File: src/hw/idu_defines.svh
// Decode front parameters
`ifndef IDU_DEFINES_SVH
`define IDU_DEFINES_SVH

// Datapath widths
`define IDU_IW 32
`define IDU_DW 32
`define IDU_REG_AW 5

// Register written by jump-and-link
`define IDU_REGNO_LNK 1

// Fetch queue entries
// Pointers wrap by overflow so this must stay a power of two
`define IDU_FQ_DEPTH 4

// APB register offsets
`define IDU_ADDR_INSN 32'h0000_0000
`define IDU_ADDR_EXC 32'h0000_0004
`define IDU_ADDR_STATUS 32'h0000_0008

// Long-latency unit opcodes
// Set a switch to 0 and its opcode decodes as an emulated instruction
`define IDU_ENABLE_MUL 1
`define IDU_ENABLE_DIV 1
`define IDU_ENABLE_DIVU 1
`define IDU_ENABLE_MOD 1
`define IDU_ENABLE_MODU 1

`endif

File: src/hw/idu_pkg.sv
// Decode front types
`default_nettype none
`include "idu_defines.svh"

package idu_pkg;

   // Major opcode in bits 6:0
   // OP_AND with all fields zero is the NOP
   typedef enum logic [6:0] {
      OP_AND = 7'h00, OP_AND_I = 7'h01, OP_OR = 7'h02, OP_OR_I = 7'h03,
      OP_XOR = 7'h04, OP_XOR_I = 7'h05, OP_LSL = 7'h06, OP_LSL_I = 7'h07,
      OP_LSR = 7'h08, OP_LSR_I = 7'h09, OP_ASR = 7'h0a, OP_ASR_I = 7'h0b,
      OP_ADD = 7'h0c, OP_ADD_I = 7'h0d, OP_SUB = 7'h0e,
      OP_MUL = 7'h0f, OP_DIV = 7'h10, OP_DIVU = 7'h11, OP_MOD = 7'h12, OP_MODU = 7'h13,
      OP_MHI = 7'h14,
      // Memory access
      OP_LDB = 7'h15, OP_LDBU = 7'h16, OP_LDH = 7'h17, OP_LDHU = 7'h18, OP_LDWU = 7'h19,
      OP_STB = 7'h1a, OP_STH = 7'h1b, OP_STW = 7'h1c, OP_MBARR = 7'h1d,
      // Control flow
      OP_JMP_I = 7'h1e, OP_JMP_LNK_I = 7'h1f, OP_JMP = 7'h20,
      OP_BEQ = 7'h21, OP_BNE = 7'h22, OP_BGT = 7'h23, OP_BGTU = 7'h24,
      OP_BLE = 7'h25, OP_BLEU = 7'h26,
      // System
      OP_SYSCALL = 7'h27, OP_RET = 7'h28, OP_WMSR = 7'h29, OP_RMSR = 7'h2a
   } opcode_e;

   typedef enum logic [3:0] {
      ALU_NONE, ALU_AND, ALU_OR, ALU_XOR, ALU_LSL, ALU_LSR, ALU_ASR,
      ALU_ADD, ALU_SUB, ALU_MHI
   } alu_op_e;

   typedef enum logic [2:0] {
      LPU_NONE, LPU_MUL, LPU_DIV, LPU_DIVU, LPU_MOD, LPU_MODU
   } lpu_op_e;

   // Conditional branches stay contiguous from BEQ to BLEU
   typedef enum logic [3:0] {
      BRU_NONE, BRU_BEQ, BRU_BNE, BRU_BGT, BRU_BGTU, BRU_BLE, BRU_BLEU,
      BRU_JMPREL, BRU_JMPREG
   } bru_op_e;

   typedef enum logic [3:0] {
      EPU_NONE, EPU_WMSR, EPU_RMSR, EPU_ESYSCALL, EPU_ERET,
      EPU_EITM, EPU_EIPF, EPU_EIRQ, EPU_EINSN
   } epu_op_e;

   typedef enum logic [1:0] {
      SIZE_NONE, SIZE_BYTE, SIZE_HALF, SIZE_WORD
   } mem_size_e;

   typedef enum logic [`IDU_DW-1:0] {
      REG_INSN   = `IDU_ADDR_INSN,
      REG_EXC    = `IDU_ADDR_EXC,
      REG_STATUS = `IDU_ADDR_STATUS
   } apb_reg_e;

   typedef struct packed {
      logic [`IDU_IW-1:0] insn;
      logic               itm;
      logic               ipf;
      logic               irq;
   } fetch_entry_t;

   typedef struct packed {
      alu_op_e                alu_op;
      lpu_op_e                lpu_op;
      bru_op_e                bru_op;
      epu_op_e                epu_op;
      logic                   lsu_load;
      logic                   lsu_store;
      logic                   lsu_barr;
      logic                   lsu_sign_ext;
      mem_size_e              load_size;
      mem_size_e              store_size;
      logic                   wb_en;
      logic [`IDU_REG_AW-1:0] wb_addr;
      logic [`IDU_DW-1:0]     imm32;
      logic                   rs1_re;
      logic [`IDU_REG_AW-1:0] rs1_addr;
      logic                   rs2_re;
      logic [`IDU_REG_AW-1:0] rs2_addr;
   } dec_bundle_t;

endpackage

`default_nettype wire

File: src/hw/apb_insn_port.sv
// APB instruction port
`timescale 1ns/1ns
`default_nettype none
`include "idu_defines.svh"

module apb_insn_port
(
   input  wire                   clk,
   input  wire                   rst_n_i,
   input  wire                   psel_i,
   input  wire                   penable_i,
   input  wire                   pwrite_i,
   input  wire [`IDU_DW-1:0]     paddr_i,
   input  wire [`IDU_DW-1:0]     pwdata_i,
   input  wire                   pop_i,
   output logic [`IDU_DW-1:0]    prdata_o,
   output logic                  pready_o,
   output logic                  pslverr_o,
   output idu_pkg::fetch_entry_t head_o,
   output logic                  head_valid_o
);

   localparam int PW = $clog2(`IDU_FQ_DEPTH);
   localparam int CW = $clog2(`IDU_FQ_DEPTH + 1);

   idu_pkg::fetch_entry_t fq_mem [`IDU_FQ_DEPTH];
   logic [PW-1:0]         wr_ptr;
   logic [PW-1:0]         rd_ptr;
   logic [CW-1:0]         count;
   // Pending flags with irq in bit 2, ipf in bit 1 and itm in bit 0
   logic [2:0]            exc_q;
   logic                  access;
   logic                  sel_insn;
   logic                  sel_exc;
   logic                  sel_status;
   logic                  full;
   logic                  push;
   logic                  exc_wr;

   assign access = psel_i & penable_i;
   assign sel_insn = (paddr_i == idu_pkg::REG_INSN);
   assign sel_exc = (paddr_i == idu_pkg::REG_EXC);
   assign sel_status = (paddr_i == idu_pkg::REG_STATUS);
   assign full = (count == CW'(`IDU_FQ_DEPTH));

   // Wait states on INSN writes until an entry leaves
   assign pready_o = access & ~(pwrite_i & sel_insn & full);

   // Only INSN and EXC writes and STATUS reads are legal
   assign pslverr_o = access & ~((pwrite_i & (sel_insn | sel_exc)) | (~pwrite_i & sel_status));
   assign prdata_o = (access & ~pwrite_i & sel_status) ? `IDU_DW'(count) : '0;

   assign push = pready_o & pwrite_i & sel_insn;
   assign exc_wr = pready_o & pwrite_i & sel_exc;

   assign head_o = fq_mem[rd_ptr];
   assign head_valid_o = (count != '0);

   always_ff @(posedge clk or negedge rst_n_i)
   begin
      if (!rst_n_i)
      begin
         wr_ptr <= '0;
         rd_ptr <= '0;
         count <= '0;
         exc_q <= '0;
      end
      else
      begin
         if (push)
            wr_ptr <= wr_ptr + 1'b1;
         if (pop_i)
            rd_ptr <= rd_ptr + 1'b1;
         count <= count + CW'(push) - CW'(pop_i);
         // Flags travel with the next word only
         if (push)
            exc_q <= '0;
         else if (exc_wr)
            exc_q <= pwdata_i[2:0];
      end
   end

   always_ff @(posedge clk)
   begin
      if (push)
         fq_mem[wr_ptr] <= '{insn: pwdata_i[`IDU_IW-1:0], itm: exc_q[0], ipf: exc_q[1],
                             irq: exc_q[2]};
   end

   // A push never lands on an entry that is still waiting
   a_no_push_full: assert property (@(posedge clk) disable iff (!rst_n_i)
                                    push |-> (count == '0) || (wr_ptr != rd_ptr))
      else $error("apb_insn_port: push into a full fetch queue");

   // Issue stage must only take a valid head
   a_no_pop_empty: assert property (@(posedge clk) disable iff (!rst_n_i) pop_i |-> head_valid_o)
      else $error("apb_insn_port: pop from an empty fetch queue");

endmodule

`default_nettype wire

File: src/hw/insn_decoder.sv
// Instruction decoder
`timescale 1ns/1ns
`default_nettype none
`include "idu_defines.svh"

module insn_decoder
(
   input  wire idu_pkg::fetch_entry_t entry_i,
   output idu_pkg::dec_bundle_t       bundle_o
);

   idu_pkg::opcode_e       opcode;
   logic                   fnt_exc;
   logic [`IDU_REG_AW-1:0] f_rd;
   logic [`IDU_REG_AW-1:0] f_rs1;
   logic [`IDU_REG_AW-1:0] f_rs2;
   logic [14:0]            f_imm15;
   logic [16:0]            f_imm17;
   logic [24:0]            f_rel25;
   logic                   alu_imm;
   logic                   bcc;
   logic                   form_imm15;
   logic                   form_rd_imm15;
   logic                   form_imm17;
   logic                   form_rel25;
   logic                   imm15_signed;
   logic                   no_rops;
   logic                   no_wb;

   assign fnt_exc = entry_i.itm | entry_i.ipf | entry_i.irq;

   // A frontend exception displaces the word with a NOP
   assign opcode = idu_pkg::opcode_e'(entry_i.insn[6:0] & {7{~fnt_exc}});
   assign f_rd = entry_i.insn[11:7];
   assign f_rs1 = entry_i.insn[16:12];
   assign f_rs2 = entry_i.insn[21:17];
   assign f_imm15 = entry_i.insn[31:17];
   assign f_imm17 = entry_i.insn[28:12];
   assign f_rel25 = entry_i.insn[31:7];

   assign alu_imm = opcode inside {idu_pkg::OP_AND_I, idu_pkg::OP_OR_I, idu_pkg::OP_XOR_I,
                                   idu_pkg::OP_LSL_I, idu_pkg::OP_LSR_I, idu_pkg::OP_ASR_I,
                                   idu_pkg::OP_ADD_I};

   always_comb
   begin
      bundle_o = '0;
      case (opcode)
         idu_pkg::OP_AND: if (!fnt_exc) bundle_o.alu_op = idu_pkg::ALU_AND;
         idu_pkg::OP_AND_I: bundle_o.alu_op = idu_pkg::ALU_AND;
         idu_pkg::OP_OR, idu_pkg::OP_OR_I: bundle_o.alu_op = idu_pkg::ALU_OR;
         idu_pkg::OP_XOR, idu_pkg::OP_XOR_I: bundle_o.alu_op = idu_pkg::ALU_XOR;
         idu_pkg::OP_LSL, idu_pkg::OP_LSL_I: bundle_o.alu_op = idu_pkg::ALU_LSL;
         idu_pkg::OP_LSR, idu_pkg::OP_LSR_I: bundle_o.alu_op = idu_pkg::ALU_LSR;
         idu_pkg::OP_ASR, idu_pkg::OP_ASR_I: bundle_o.alu_op = idu_pkg::ALU_ASR;
         idu_pkg::OP_ADD, idu_pkg::OP_ADD_I: bundle_o.alu_op = idu_pkg::ALU_ADD;
         idu_pkg::OP_SUB: bundle_o.alu_op = idu_pkg::ALU_SUB;
         idu_pkg::OP_MHI: bundle_o.alu_op = idu_pkg::ALU_MHI;
         // Disabled units leave the opcode unclaimed
         idu_pkg::OP_MUL: if (`IDU_ENABLE_MUL) bundle_o.lpu_op = idu_pkg::LPU_MUL;
         idu_pkg::OP_DIV: if (`IDU_ENABLE_DIV) bundle_o.lpu_op = idu_pkg::LPU_DIV;
         idu_pkg::OP_DIVU: if (`IDU_ENABLE_DIVU) bundle_o.lpu_op = idu_pkg::LPU_DIVU;
         idu_pkg::OP_MOD: if (`IDU_ENABLE_MOD) bundle_o.lpu_op = idu_pkg::LPU_MOD;
         idu_pkg::OP_MODU: if (`IDU_ENABLE_MODU) bundle_o.lpu_op = idu_pkg::LPU_MODU;
         idu_pkg::OP_LDB, idu_pkg::OP_LDBU: bundle_o.load_size = idu_pkg::SIZE_BYTE;
         idu_pkg::OP_LDH, idu_pkg::OP_LDHU: bundle_o.load_size = idu_pkg::SIZE_HALF;
         idu_pkg::OP_LDWU: bundle_o.load_size = idu_pkg::SIZE_WORD;
         idu_pkg::OP_STB: bundle_o.store_size = idu_pkg::SIZE_BYTE;
         idu_pkg::OP_STH: bundle_o.store_size = idu_pkg::SIZE_HALF;
         idu_pkg::OP_STW: bundle_o.store_size = idu_pkg::SIZE_WORD;
         idu_pkg::OP_MBARR: bundle_o.lsu_barr = 1'b1;
         idu_pkg::OP_JMP_I, idu_pkg::OP_JMP_LNK_I: bundle_o.bru_op = idu_pkg::BRU_JMPREL;
         idu_pkg::OP_JMP: bundle_o.bru_op = idu_pkg::BRU_JMPREG;
         idu_pkg::OP_BEQ: bundle_o.bru_op = idu_pkg::BRU_BEQ;
         idu_pkg::OP_BNE: bundle_o.bru_op = idu_pkg::BRU_BNE;
         idu_pkg::OP_BGT: bundle_o.bru_op = idu_pkg::BRU_BGT;
         idu_pkg::OP_BGTU: bundle_o.bru_op = idu_pkg::BRU_BGTU;
         idu_pkg::OP_BLE: bundle_o.bru_op = idu_pkg::BRU_BLE;
         idu_pkg::OP_BLEU: bundle_o.bru_op = idu_pkg::BRU_BLEU;
         idu_pkg::OP_SYSCALL: bundle_o.epu_op = idu_pkg::EPU_ESYSCALL;
         idu_pkg::OP_RET: bundle_o.epu_op = idu_pkg::EPU_ERET;
         idu_pkg::OP_WMSR: bundle_o.epu_op = idu_pkg::EPU_WMSR;
         idu_pkg::OP_RMSR: bundle_o.epu_op = idu_pkg::EPU_RMSR;
         default: bundle_o.lsu_barr = 1'b0;
      endcase

      bundle_o.lsu_load = (bundle_o.load_size != idu_pkg::SIZE_NONE);
      bundle_o.lsu_store = (bundle_o.store_size != idu_pkg::SIZE_NONE);
      bundle_o.lsu_sign_ext = (opcode == idu_pkg::OP_LDB) || (opcode == idu_pkg::OP_LDH);

      // Unclaimed opcodes are emulated
      if (bundle_o.alu_op == idu_pkg::ALU_NONE && bundle_o.lpu_op == idu_pkg::LPU_NONE &&
          bundle_o.bru_op == idu_pkg::BRU_NONE && bundle_o.epu_op == idu_pkg::EPU_NONE &&
          !bundle_o.lsu_load && !bundle_o.lsu_store && !bundle_o.lsu_barr)
         bundle_o.epu_op = idu_pkg::EPU_EINSN;

      // Frontend exceptions, irq first
      if (entry_i.irq)
         bundle_o.epu_op = idu_pkg::EPU_EIRQ;
      else if (entry_i.itm)
         bundle_o.epu_op = idu_pkg::EPU_EITM;
      else if (entry_i.ipf)
         bundle_o.epu_op = idu_pkg::EPU_EIPF;

      bcc = bundle_o.bru_op inside {[idu_pkg::BRU_BEQ:idu_pkg::BRU_BLEU]};
      form_imm15 = alu_imm || bundle_o.lsu_load || (bundle_o.epu_op == idu_pkg::EPU_RMSR);
      // Forms that also read rd through the rs2 port
      form_rd_imm15 = bundle_o.lsu_store || (bundle_o.epu_op == idu_pkg::EPU_WMSR) || bcc;
      form_imm17 = (bundle_o.alu_op == idu_pkg::ALU_MHI);
      form_rel25 = (bundle_o.bru_op == idu_pkg::BRU_JMPREL);
      imm15_signed = (opcode == idu_pkg::OP_XOR_I) || (opcode == idu_pkg::OP_ADD_I) ||
                     bundle_o.lsu_load || bundle_o.lsu_store;
      no_rops = form_imm17 || form_rel25 || bundle_o.lsu_barr ||
                (bundle_o.epu_op inside {idu_pkg::EPU_ESYSCALL, idu_pkg::EPU_ERET});

      // Every EPU operation but RMSR leaves the register file alone
      no_wb = bcc || bundle_o.lsu_store || bundle_o.lsu_barr || (opcode == idu_pkg::OP_JMP_I) ||
              (bundle_o.epu_op != idu_pkg::EPU_NONE && bundle_o.epu_op != idu_pkg::EPU_RMSR);

      if (opcode == idu_pkg::OP_JMP_LNK_I)
         bundle_o.wb_addr = `IDU_REG_AW'(`IDU_REGNO_LNK);
      else
         bundle_o.wb_addr = f_rd;
      // r0 is never written
      bundle_o.wb_en = !no_wb && (bundle_o.wb_addr != '0);

      bundle_o.rs1_re = !no_rops;
      bundle_o.rs1_addr = f_rs1;
      bundle_o.rs2_re = (!form_imm15 && !form_imm17 && !form_rel25 && !no_rops) ||
                        form_rd_imm15;
      bundle_o.rs2_addr = form_rd_imm15 ? f_rd : f_rs2;

      if (form_imm15 || form_rd_imm15)
      begin
         if (imm15_signed)
            bundle_o.imm32 = {{(`IDU_DW - 15){f_imm15[14]}}, f_imm15};
         else
            bundle_o.imm32 = {{(`IDU_DW - 15){1'b0}}, f_imm15};
      end
      else if (form_imm17)
         bundle_o.imm32 = {{(`IDU_DW - 17){1'b0}}, f_imm17};
      else if (form_rel25)
         bundle_o.imm32 = {{(`IDU_DW - 27){f_rel25[24]}}, f_rel25, 2'b00};

      // Immediate forms are exclusive across the whole opcode map
      a_one_imm_form: assert ($isunknown(entry_i.insn) ||
                              $onehot0({form_imm15, form_rd_imm15, form_imm17, form_rel25}))
         else $error("insn_decoder: several immediate forms for opcode %0h", opcode);
   end

endmodule

`default_nettype wire

File: src/hw/issue_stage.sv
// Issue register
`timescale 1ns/1ns
`default_nettype none

module issue_stage
(
   input  wire                       clk,
   input  wire                       rst_n_i,
   input  wire idu_pkg::dec_bundle_t bundle_i,
   input  wire                       bundle_valid_i,
   input  wire                       issue_ready_i,
   output logic                      take_o,
   output idu_pkg::dec_bundle_t      issue_o,
   output logic                      issue_valid_o
);

   // Load when empty or when the held bundle leaves on this edge
   assign take_o = bundle_valid_i & (~issue_valid_o | issue_ready_i);

   always_ff @(posedge clk or negedge rst_n_i)
   begin
      if (!rst_n_i)
         issue_valid_o <= 1'b0;
      else if (take_o)
         issue_valid_o <= 1'b1;
      else if (issue_ready_i)
         issue_valid_o <= 1'b0;
   end

   always_ff @(posedge clk)
   begin
      if (take_o)
         issue_o <= bundle_i;
   end

   // Held bundle stays put until downstream accepts it
   a_hold_stable: assert property (@(posedge clk) disable iff (!rst_n_i)
                                   issue_valid_o && !issue_ready_i
                                   |=> issue_valid_o && $stable(issue_o))
      else $error("issue_stage: bundle changed under back-pressure");

endmodule

`default_nettype wire

File: src/hw/idu_top.sv
// Instruction decode front
`timescale 1ns/1ns
`default_nettype none
`include "idu_defines.svh"

module idu_top
(
   input  wire                  clk,
   input  wire                  rst_n_i,
   input  wire                  psel_i,
   input  wire                  penable_i,
   input  wire                  pwrite_i,
   input  wire [`IDU_DW-1:0]    paddr_i,
   input  wire [`IDU_DW-1:0]    pwdata_i,
   output logic [`IDU_DW-1:0]   prdata_o,
   output logic                 pready_o,
   output logic                 pslverr_o,
   output idu_pkg::dec_bundle_t issue_o,
   output logic                 issue_valid_o,
   input  wire                  issue_ready_i
);

   idu_pkg::fetch_entry_t head;
   logic                  head_valid;
   idu_pkg::dec_bundle_t  bundle;
   logic                  take;

   apb_insn_port u_port
   (
      .clk          (clk),
      .rst_n_i      (rst_n_i),
      .psel_i       (psel_i),
      .penable_i    (penable_i),
      .pwrite_i     (pwrite_i),
      .paddr_i      (paddr_i),
      .pwdata_i     (pwdata_i),
      .pop_i        (take),
      .prdata_o     (prdata_o),
      .pready_o     (pready_o),
      .pslverr_o    (pslverr_o),
      .head_o       (head),
      .head_valid_o (head_valid)
   );

   insn_decoder u_decoder
   (
      .entry_i  (head),
      .bundle_o (bundle)
   );

   issue_stage u_issue
   (
      .clk            (clk),
      .rst_n_i        (rst_n_i),
      .bundle_i       (bundle),
      .bundle_valid_i (head_valid),
      .issue_ready_i  (issue_ready_i),
      .take_o         (take),
      .issue_o        (issue_o),
      .issue_valid_o  (issue_valid_o)
   );

endmodule

`default_nettype wire

File: config.mk
export PLATFORM = sky130hd
export DESIGN_NAME = idu_top
export DESIGN_NICKNAME = d
export VERILOG_FILES = /design/src/hw/idu_pkg.sv /design/src/hw/apb_insn_port.sv /design/src/hw/insn_decoder.sv /design/src/hw/issue_stage.sv /design/src/hw/idu_top.sv
export VERILOG_INCLUDE_DIRS = /design/src /design/src/hw
export SDC_FILE = /design/constraint.sdc
export NUM_CORES = 1
export LEC_CHECK = 0
export ABC_AREA = 1
export BUFFER_PORTS_ARGS = -buffer_cell sky130_fd_sc_hd__buf_2
export CORE_UTILIZATION = 30
export CTS_CLUSTER_SIZE = 14
export DETAILED_ROUTE_END_ITERATION = 16
export HOLD_SLACK_MARGIN = 0.05
export PLACE_DENSITY = 0.46
export SETUP_SLACK_MARGIN = 0.5
export SLEW_MARGIN = 10
export SYNTH_ARGS = -nofsm -noshare
export SYNTH_HDL_FRONTEND = slang
export SYNTH_SLANG_ARGS = --single-unit
File: constraint.sdc
create_clock -name clk -period 9.8 [get_ports clk]
set_input_delay 0.49 -clock clk [delete_from_list [all_inputs] [get_ports clk]]
set_output_delay 0.49 -clock clk [all_outputs]
set_load 0.005 [all_outputs]
# Word level (Yosys, flattened, before mapping)
# Memories as Yosys holds them, arrays and structs flattened.
# Cells that the tools add are included.
[totals]
word_cells = 191
n_memories = 1
ff_bits = 84
out_inout_bits = 108
inputBits = 70
ramBits = 140
[mem_list]
columns = ["memory", "words", "width", "rd", "rd_clocked_by_memory_dff", "wr", "line", "text"]
rows = [
  ["u_port.fq_mem", 4, 35, 1, 0, 1, "apb_insn_port.sv:26", "idu_pkg::fetch_entry_t fq_mem [`IDU_FQ_DEPTH];"],
]
[classes]
bitwise_logic = 24
n_reduce_logical = 61
order_cmp = 2
mux = 25
add_sub_neg = 4
n_eq_ne = 52
[ops]
columns = ["cell", "n"]
rows = [
  ["2-to-1 mux 32 bit", 4],
  ["== test 7 x 5 -> 1 bit (second input constant)", 16],
  ["== test 7 x 6 -> 1 bit (second input constant)", 11],
  ["== test 7 x 4 -> 1 bit (second input constant)", 8],
  ["one-hot mux 4 bit (10 select lines)", 1],
  ["== test 32 x 3 -> 1 bit (second input constant)", 1],
  ["== test 32 x 4 -> 1 bit (second input constant)", 1],
  ["logical NOT 32 bit", 1],
  ["one-hot mux 4 bit (8 select lines)", 1],
  ["== test 7 x 3 -> 1 bit (second input constant)", 4],
  ["OR reduction 2 bit", 9],
  ["logical OR 1 bit", 17],
  ["2-to-1 mux 4 bit", 4],
  ["one-hot mux 3 bit (5 select lines)", 1],
  ["== test 7 x 2 -> 1 bit (second input constant)", 2],
  ["AND 1 bit", 13],
  ["logical AND 1 bit", 12],
  ["logical NOT 4 bit", 3],
  ["one-hot mux 2 bit (3 select lines)", 2],
  ["one-hot mux 3 bit (4 select lines)", 1],
  ["2-to-1 mux 5 bit", 2],
  ["nonzero test 2 bit", 5],
  ["2-to-1 mux 3 bit", 3],
  ["== test 4 x 2 -> 1 bit (second input constant)", 2],
  ["other kinds (22)", 44],
]

# Logic depth before layout (Yosys ltp)
# An unclocked memory read counts as a cell.
[logic_depth]
depth_word = 26
depth_mapped = 20
depth_no_buf = 17

# By module
# From an unflattened synthesis, not the netlist that was laid out.
[hier_totals]
hier_cells = 845
hier_area_um2 = 9922.0
[modules_own_cells]
columns = ["module", "cells_per_inst", "n_inst", "seq_area_each_um2", "area_each_um2"]
rows = [
  ["apb_insn_port", 487, 1, 4454.3, 6195.9],
  ["issue_stage", 79, 1, 2217.1, 2240.9],
  ["insn_decoder", 279, 1, 0.0, 1485.2],
]

# Worst setup path before layout
# Ideal clock, no wire load.
[synth_timing]
kind = "input to register"
from = "input issue_ready_i"
to = "register u_port.count[2]"
slack_ns = 4.156
t_required_ns = 9.671
arrival_ns = 5.516
stages = 9
setup_ns = 0.129
path_cell_list = "nor2_1 -> a21oi_1 -> ha_1 -> inv_1 -> ha_1 -> inv_1 -> fa_1 -> xnor2_1 -> xor2_1"
[synth_via]
elab_chain_cells = 3
[synth_rtl]
columns = ["element", "line", "text"]
rows = [
  ["start: declaration", "idu_top.sv:20", "input wire issue_ready_i"],
  ["OR 1 bit", "issue_stage.sv:18", "assign take_o = bundle_valid_i & (~issue_valid_o | issue_ready_i);"],
  ["AND 1 bit", "issue_stage.sv:18", ""],
  ["net take", "idu_top.sv:26", "logic take;"],
  ["subtractor 3 x 1 -> 3 bit", "apb_insn_port.sv:74", "count <= count + CW'(push) - CW'(pop_i);"],
  ["end signal: assignment", "apb_insn_port.sv:74", ""],
  ["end: declaration", "apb_insn_port.sv:29", "logic [CW-1:0] count;"],
]
# The timed path passes the listed nets, and every way through them passes these cells.
# A chain may end at the register's enable or synchronous reset.

==> results.json <==
{
  "worst_ep_arrival_time_ns": 4.07,
  "layout-drive-gt1-share": 0.253,
  "timing.final.max_slew_violations": 0,
  "fillers": 3083,
  "critical_path_buf_inv_count": 2,
  "clock_insertion_delay_worst_skew_ns": 0.52,
  "mapped_area_um2": 9580,
  "ports": 178,
  "final-setup-viol-count": 0,
  "finalSetupTns_ns": 0,
  "crit_path_top_delay_cell": "sky130_fd_sc_hd__nor3_4",
  "final-hold-violation-count": 0,
  "viasPerCell": 4.60,
  "finalClockSkew_ns": 0.0145,
  "critPathKind": "flip-flop to flip-flop",
  "die_y_um": 181,
  "leakagePower_nw": 4.59,
  "clock-root-buffer": "sky130_fd_sc_hd__clkbuf_16",
  "sw_share": 0.381,
  "die_outline_area_um2": 32700,
  "cts_htree_levels": 1,
  "pin_count_of_the_biggest_net_entering_global_routing": 73,
  "synthDominantAreaCellType": "sky130_fd_sc_hd__edfxtp_1",
  "port-buffer-count": 148,
  "p_switching_w": 0.00125,
  "cpLargestDelayFamily": "simple AND/OR/NAND/NOR gates",
  "route.antenna.remaining_nets": 0,
  "hold-worst-slack_ns": 0.191,
  "cts_inserted_buffers": 24,
  "hold_path.class": "input pin to flip-flop",
  "post_synth.cell_area_avg_um2": 11.8,
  "hold_path_end": "u_port.fq_mem[0][15]",
  "reg2reg_from": "u_port.rd_ptr[1]",
  "global_route.usage.total": 0.142,
  "cts.path.max_buffers": 3,
  "grt_pass1_wl_um": 35800,
  "area.growth.synth_to_final_pct": 18.9,
  "result_of_the_run": "completed",
  "max_slew_margin": 0.420,
  "period_needed_ns": 3.80,
  "rsz0062_at_grt": "no",
  "vdd.ir_drop.worst_mv": 0.126,
  "maximum_achievable_frequency_mhz": 263,
  "num-nets-final": 1037,
  "cpPeakStageDelay_ns": 0.50,
  "grt_antenna_before_repair": 5,
  "power_share_of_the_clock_group": 0.258,
  "timing.max_cap.violations": 0,
  "layout_worst_path_cycle_share": 0.388,
  "power-per-cell-area_nw_per_um2": 288,
  "instances_no_fill": 1381,
  "finish.utilization": 0.362,
  "yosysWarnings": 0,
  "post-dp-hpwl_um": 15300,
  "cp_cell_sequence": "inv_1, buf_4, nand3_1, nand2_2, nand3_4, nor3_4, nand3_2, nand2_4, nor2_1, nand2_4, nand4_4, nand2_1, nand2_1",
  "chipWidth_um": 181,
  "clk_transition_reported_paths_ns": 0.06,
  "detailedRoute.firstPassIterationCount": 7,
  "synth_top_area_frac": 0.652,
  "timing.rr.end": "u_issue.issue_o[16]",
  "p_comb_frac": 0.359,
  "worst_tran_pin_value_ns": 0.871,
  "first_global_vias": 6179,
  "design.core.area_um2": 31500,
  "top_layer_used": "met5",
  "routed_wl_um": 23200,
  "flop_pwr_share": 0.383,
  "whs_path_depth": 1,
  "worst_r2r_path_depth": 13,
  "placedCellCount": 1335,
  "r2r_slack_ns": 6.00,
  "clock_net_sink_count": 219,
  "intPower_w": 0.00203,
  "syn_inst": 811,
  "grt-ovfl-total": 0,
  "initial_utilization": 0.304,
  "path_max_fanout": 27,
  "synth.yosys.seq_area_share": 0.681,
  "resize_count_post_cts": 0,
  "wire_length_per_cell_after_detailed_routing_um": 16.8,
  "synth_top_cells_by_area": "sky130_fd_sc_hd__edfxtp_1 (65%), sky130_fd_sc_hd__nand2_1 (7.0%), sky130_fd_sc_hd__nor2_1 (3.0%)",
  "core.rowCount": 65,
  "met1_routed_length_um": 10800,
  "via_count": 6351,
  "post-route-drc-count": 0,
  "hold_path.startpoint": "pwdata_i[12]",
  "place_congestion": 0.855,
  "ys_ff_latch": 219,
  "first_iter_violations": 533,
  "worstPathRequired_ns": 10.07,
  "route.met3.wl_um": 1320,
  "critical_path.startpoint_type": "flip-flop",
  "cts_tree": "yes",
  "endpoint_kind": "flip-flop",
  "synth.distinct_cells": 46,
  "met2_wirelength_um": 10700
}
Yosys cell counts, drive strengths merged:
master,n
nor4,9
inv,47
nand3,46
conb,1
o2111ai,2
a21oi,12
a32oi,6
ha,6
a311oi,1
o221ai,1
dfrtp,11
a22oi,14
nor3b,2
clkinv,1
nand4,10
nor3,7
o21ai,51
edfxtp,208
o22ai,19
nand2,192
buf,46
xor2,4
nor2,92
clkbuf,16
fa,1
xnor2,1
or2,2
o211ai,2
and2,1
worst max path at each step:
stage	start	endpoint	slack, ns	cells past startpoint
finish	u_port.rd_ptr[1]	u_issue.issue_o[16]	6.00	13
global route	u_port.rd_ptr[1]	u_issue.issue_o[24]	5.55	13
CTS	u_port.rd_ptr[1]	u_issue.issue_o[13]	5.94	13
detailed placement	u_port.rd_ptr[1]	u_issue.issue_o[13]	5.93	13
global placement	u_port.rd_ptr[1]	u_issue.issue_o[23]	6.11	13
floorplan	issue_ready_i	u_port.count[2]	4.16	9
registers in the layout, indices dropped and copies added (netlist names):
| register | cells |
|---|---|
| u_port.fq_mem | 140 |
| u_issue.issue_valid_o | 1 |
| u_issue.issue_o | 68 |
| u_port.rd_ptr | 2 |
| u_port.count | 3 |
| u_port.exc_q | 3 |
| u_port.wr_ptr | 2 |
final cells by class:
| cell class | count | area, um2 | area share |
|---|---|---|---|
| inverters | 48 | 183 | 0.0160 |
| clock inverters | 13 | 103 | 0.00901 |
| multi-input cells | 510 | 2620 | 0.230 |
| well taps | 402 | 503 | 0.0442 |
| repair buffers | 157 | 811 | 0.0712 |
| diodes | 2 | 5.00 | 0.000439 |
| clock buffers | 30 | 643 | 0.0565 |
| flip-flops and latches | 219 | 6520 | 0.573 |
cell families after synthesis:
kind of cell / count (synthesis) / share of synthesized area
simple gates: 361 / 0.176
flops: 219 / 0.681
buf+inv: 110 / 0.0612
compound gates: 108 / 0.0674
fa+ha+maj: 7 / 0.00992
xor+xnor: 5 / 0.00457
other cells: 1 / 0.000391
placed cells by master (no fill, tap or decap), drive strengths merged, types with 2 or more instances in the layout:
cell type,synthesis,layout
xor2,4,4
a32oi,6,6
o21ai,51,51
or2,2,2
nor3,7,7
nand3,46,46
nor3b,2,2
dfrtp,11,11
conb,1,29
o211ai,2,2
a21oi,12,12
diode,0,2
edfxtp,208,208
clkinvlp,0,2
ha,6,6
o22ai,19,19
a22oi,14,14
clkinv,1,11
nor2,92,92
inv,47,47
nand2,192,192
nand4,10,10
nor4,9,9
o2111ai,2,2
buf,46,156
clkbuf,16,30
power groups by stage:
| stage | sequential [W] | clock (W) | combinational, W |
|---|---|---|---|
| final | 0.00126 | 0.000848 | 0.00118 |
| after global routing | 0.00127 | 0.000907 | 0.00132 |
| after CTS | 0.00126 | 0.000873 | 0.00119 |
| after detailed placement | 0.00128 | 0 | 0.00119 |
| after global placement | 0.00128 | 0 | 0.00119 |
| after floorplan | 0.00130 | 0 | 0.000769 |
per-layer routing:
layer  vias to the layer above  GRT usage
met1                      2993      0.195
met3                        34     0.0272
met5                         -          0
met4                         6     0.0383
met2                       211      0.230
li1                       3107          -
repair_timing:
item / in CTS / in global routing
hold buffers: 1 / 0
endpoints found under the setup margin: 0 / 0
endpoints found under the hold margin: 11 / 0
buffers inserted: 0 / 0
per-stage QoR:
stage | area, um2 | worst slack (ns) | total power, W
after floorplan | 9690 | 4.16 | 0.00207
after global placement | 10600 | 6.11 | 0.00247
after detailed placement | 10600 | 5.93 | 0.00247
after CTS | 11400 | 5.94 | 0.00333
after global routing | 11400 | 5.55 | 0.00350
final | 11400 | 6.00 | 0.00329
No activity file was read; power rests on OpenSTA's default activity.
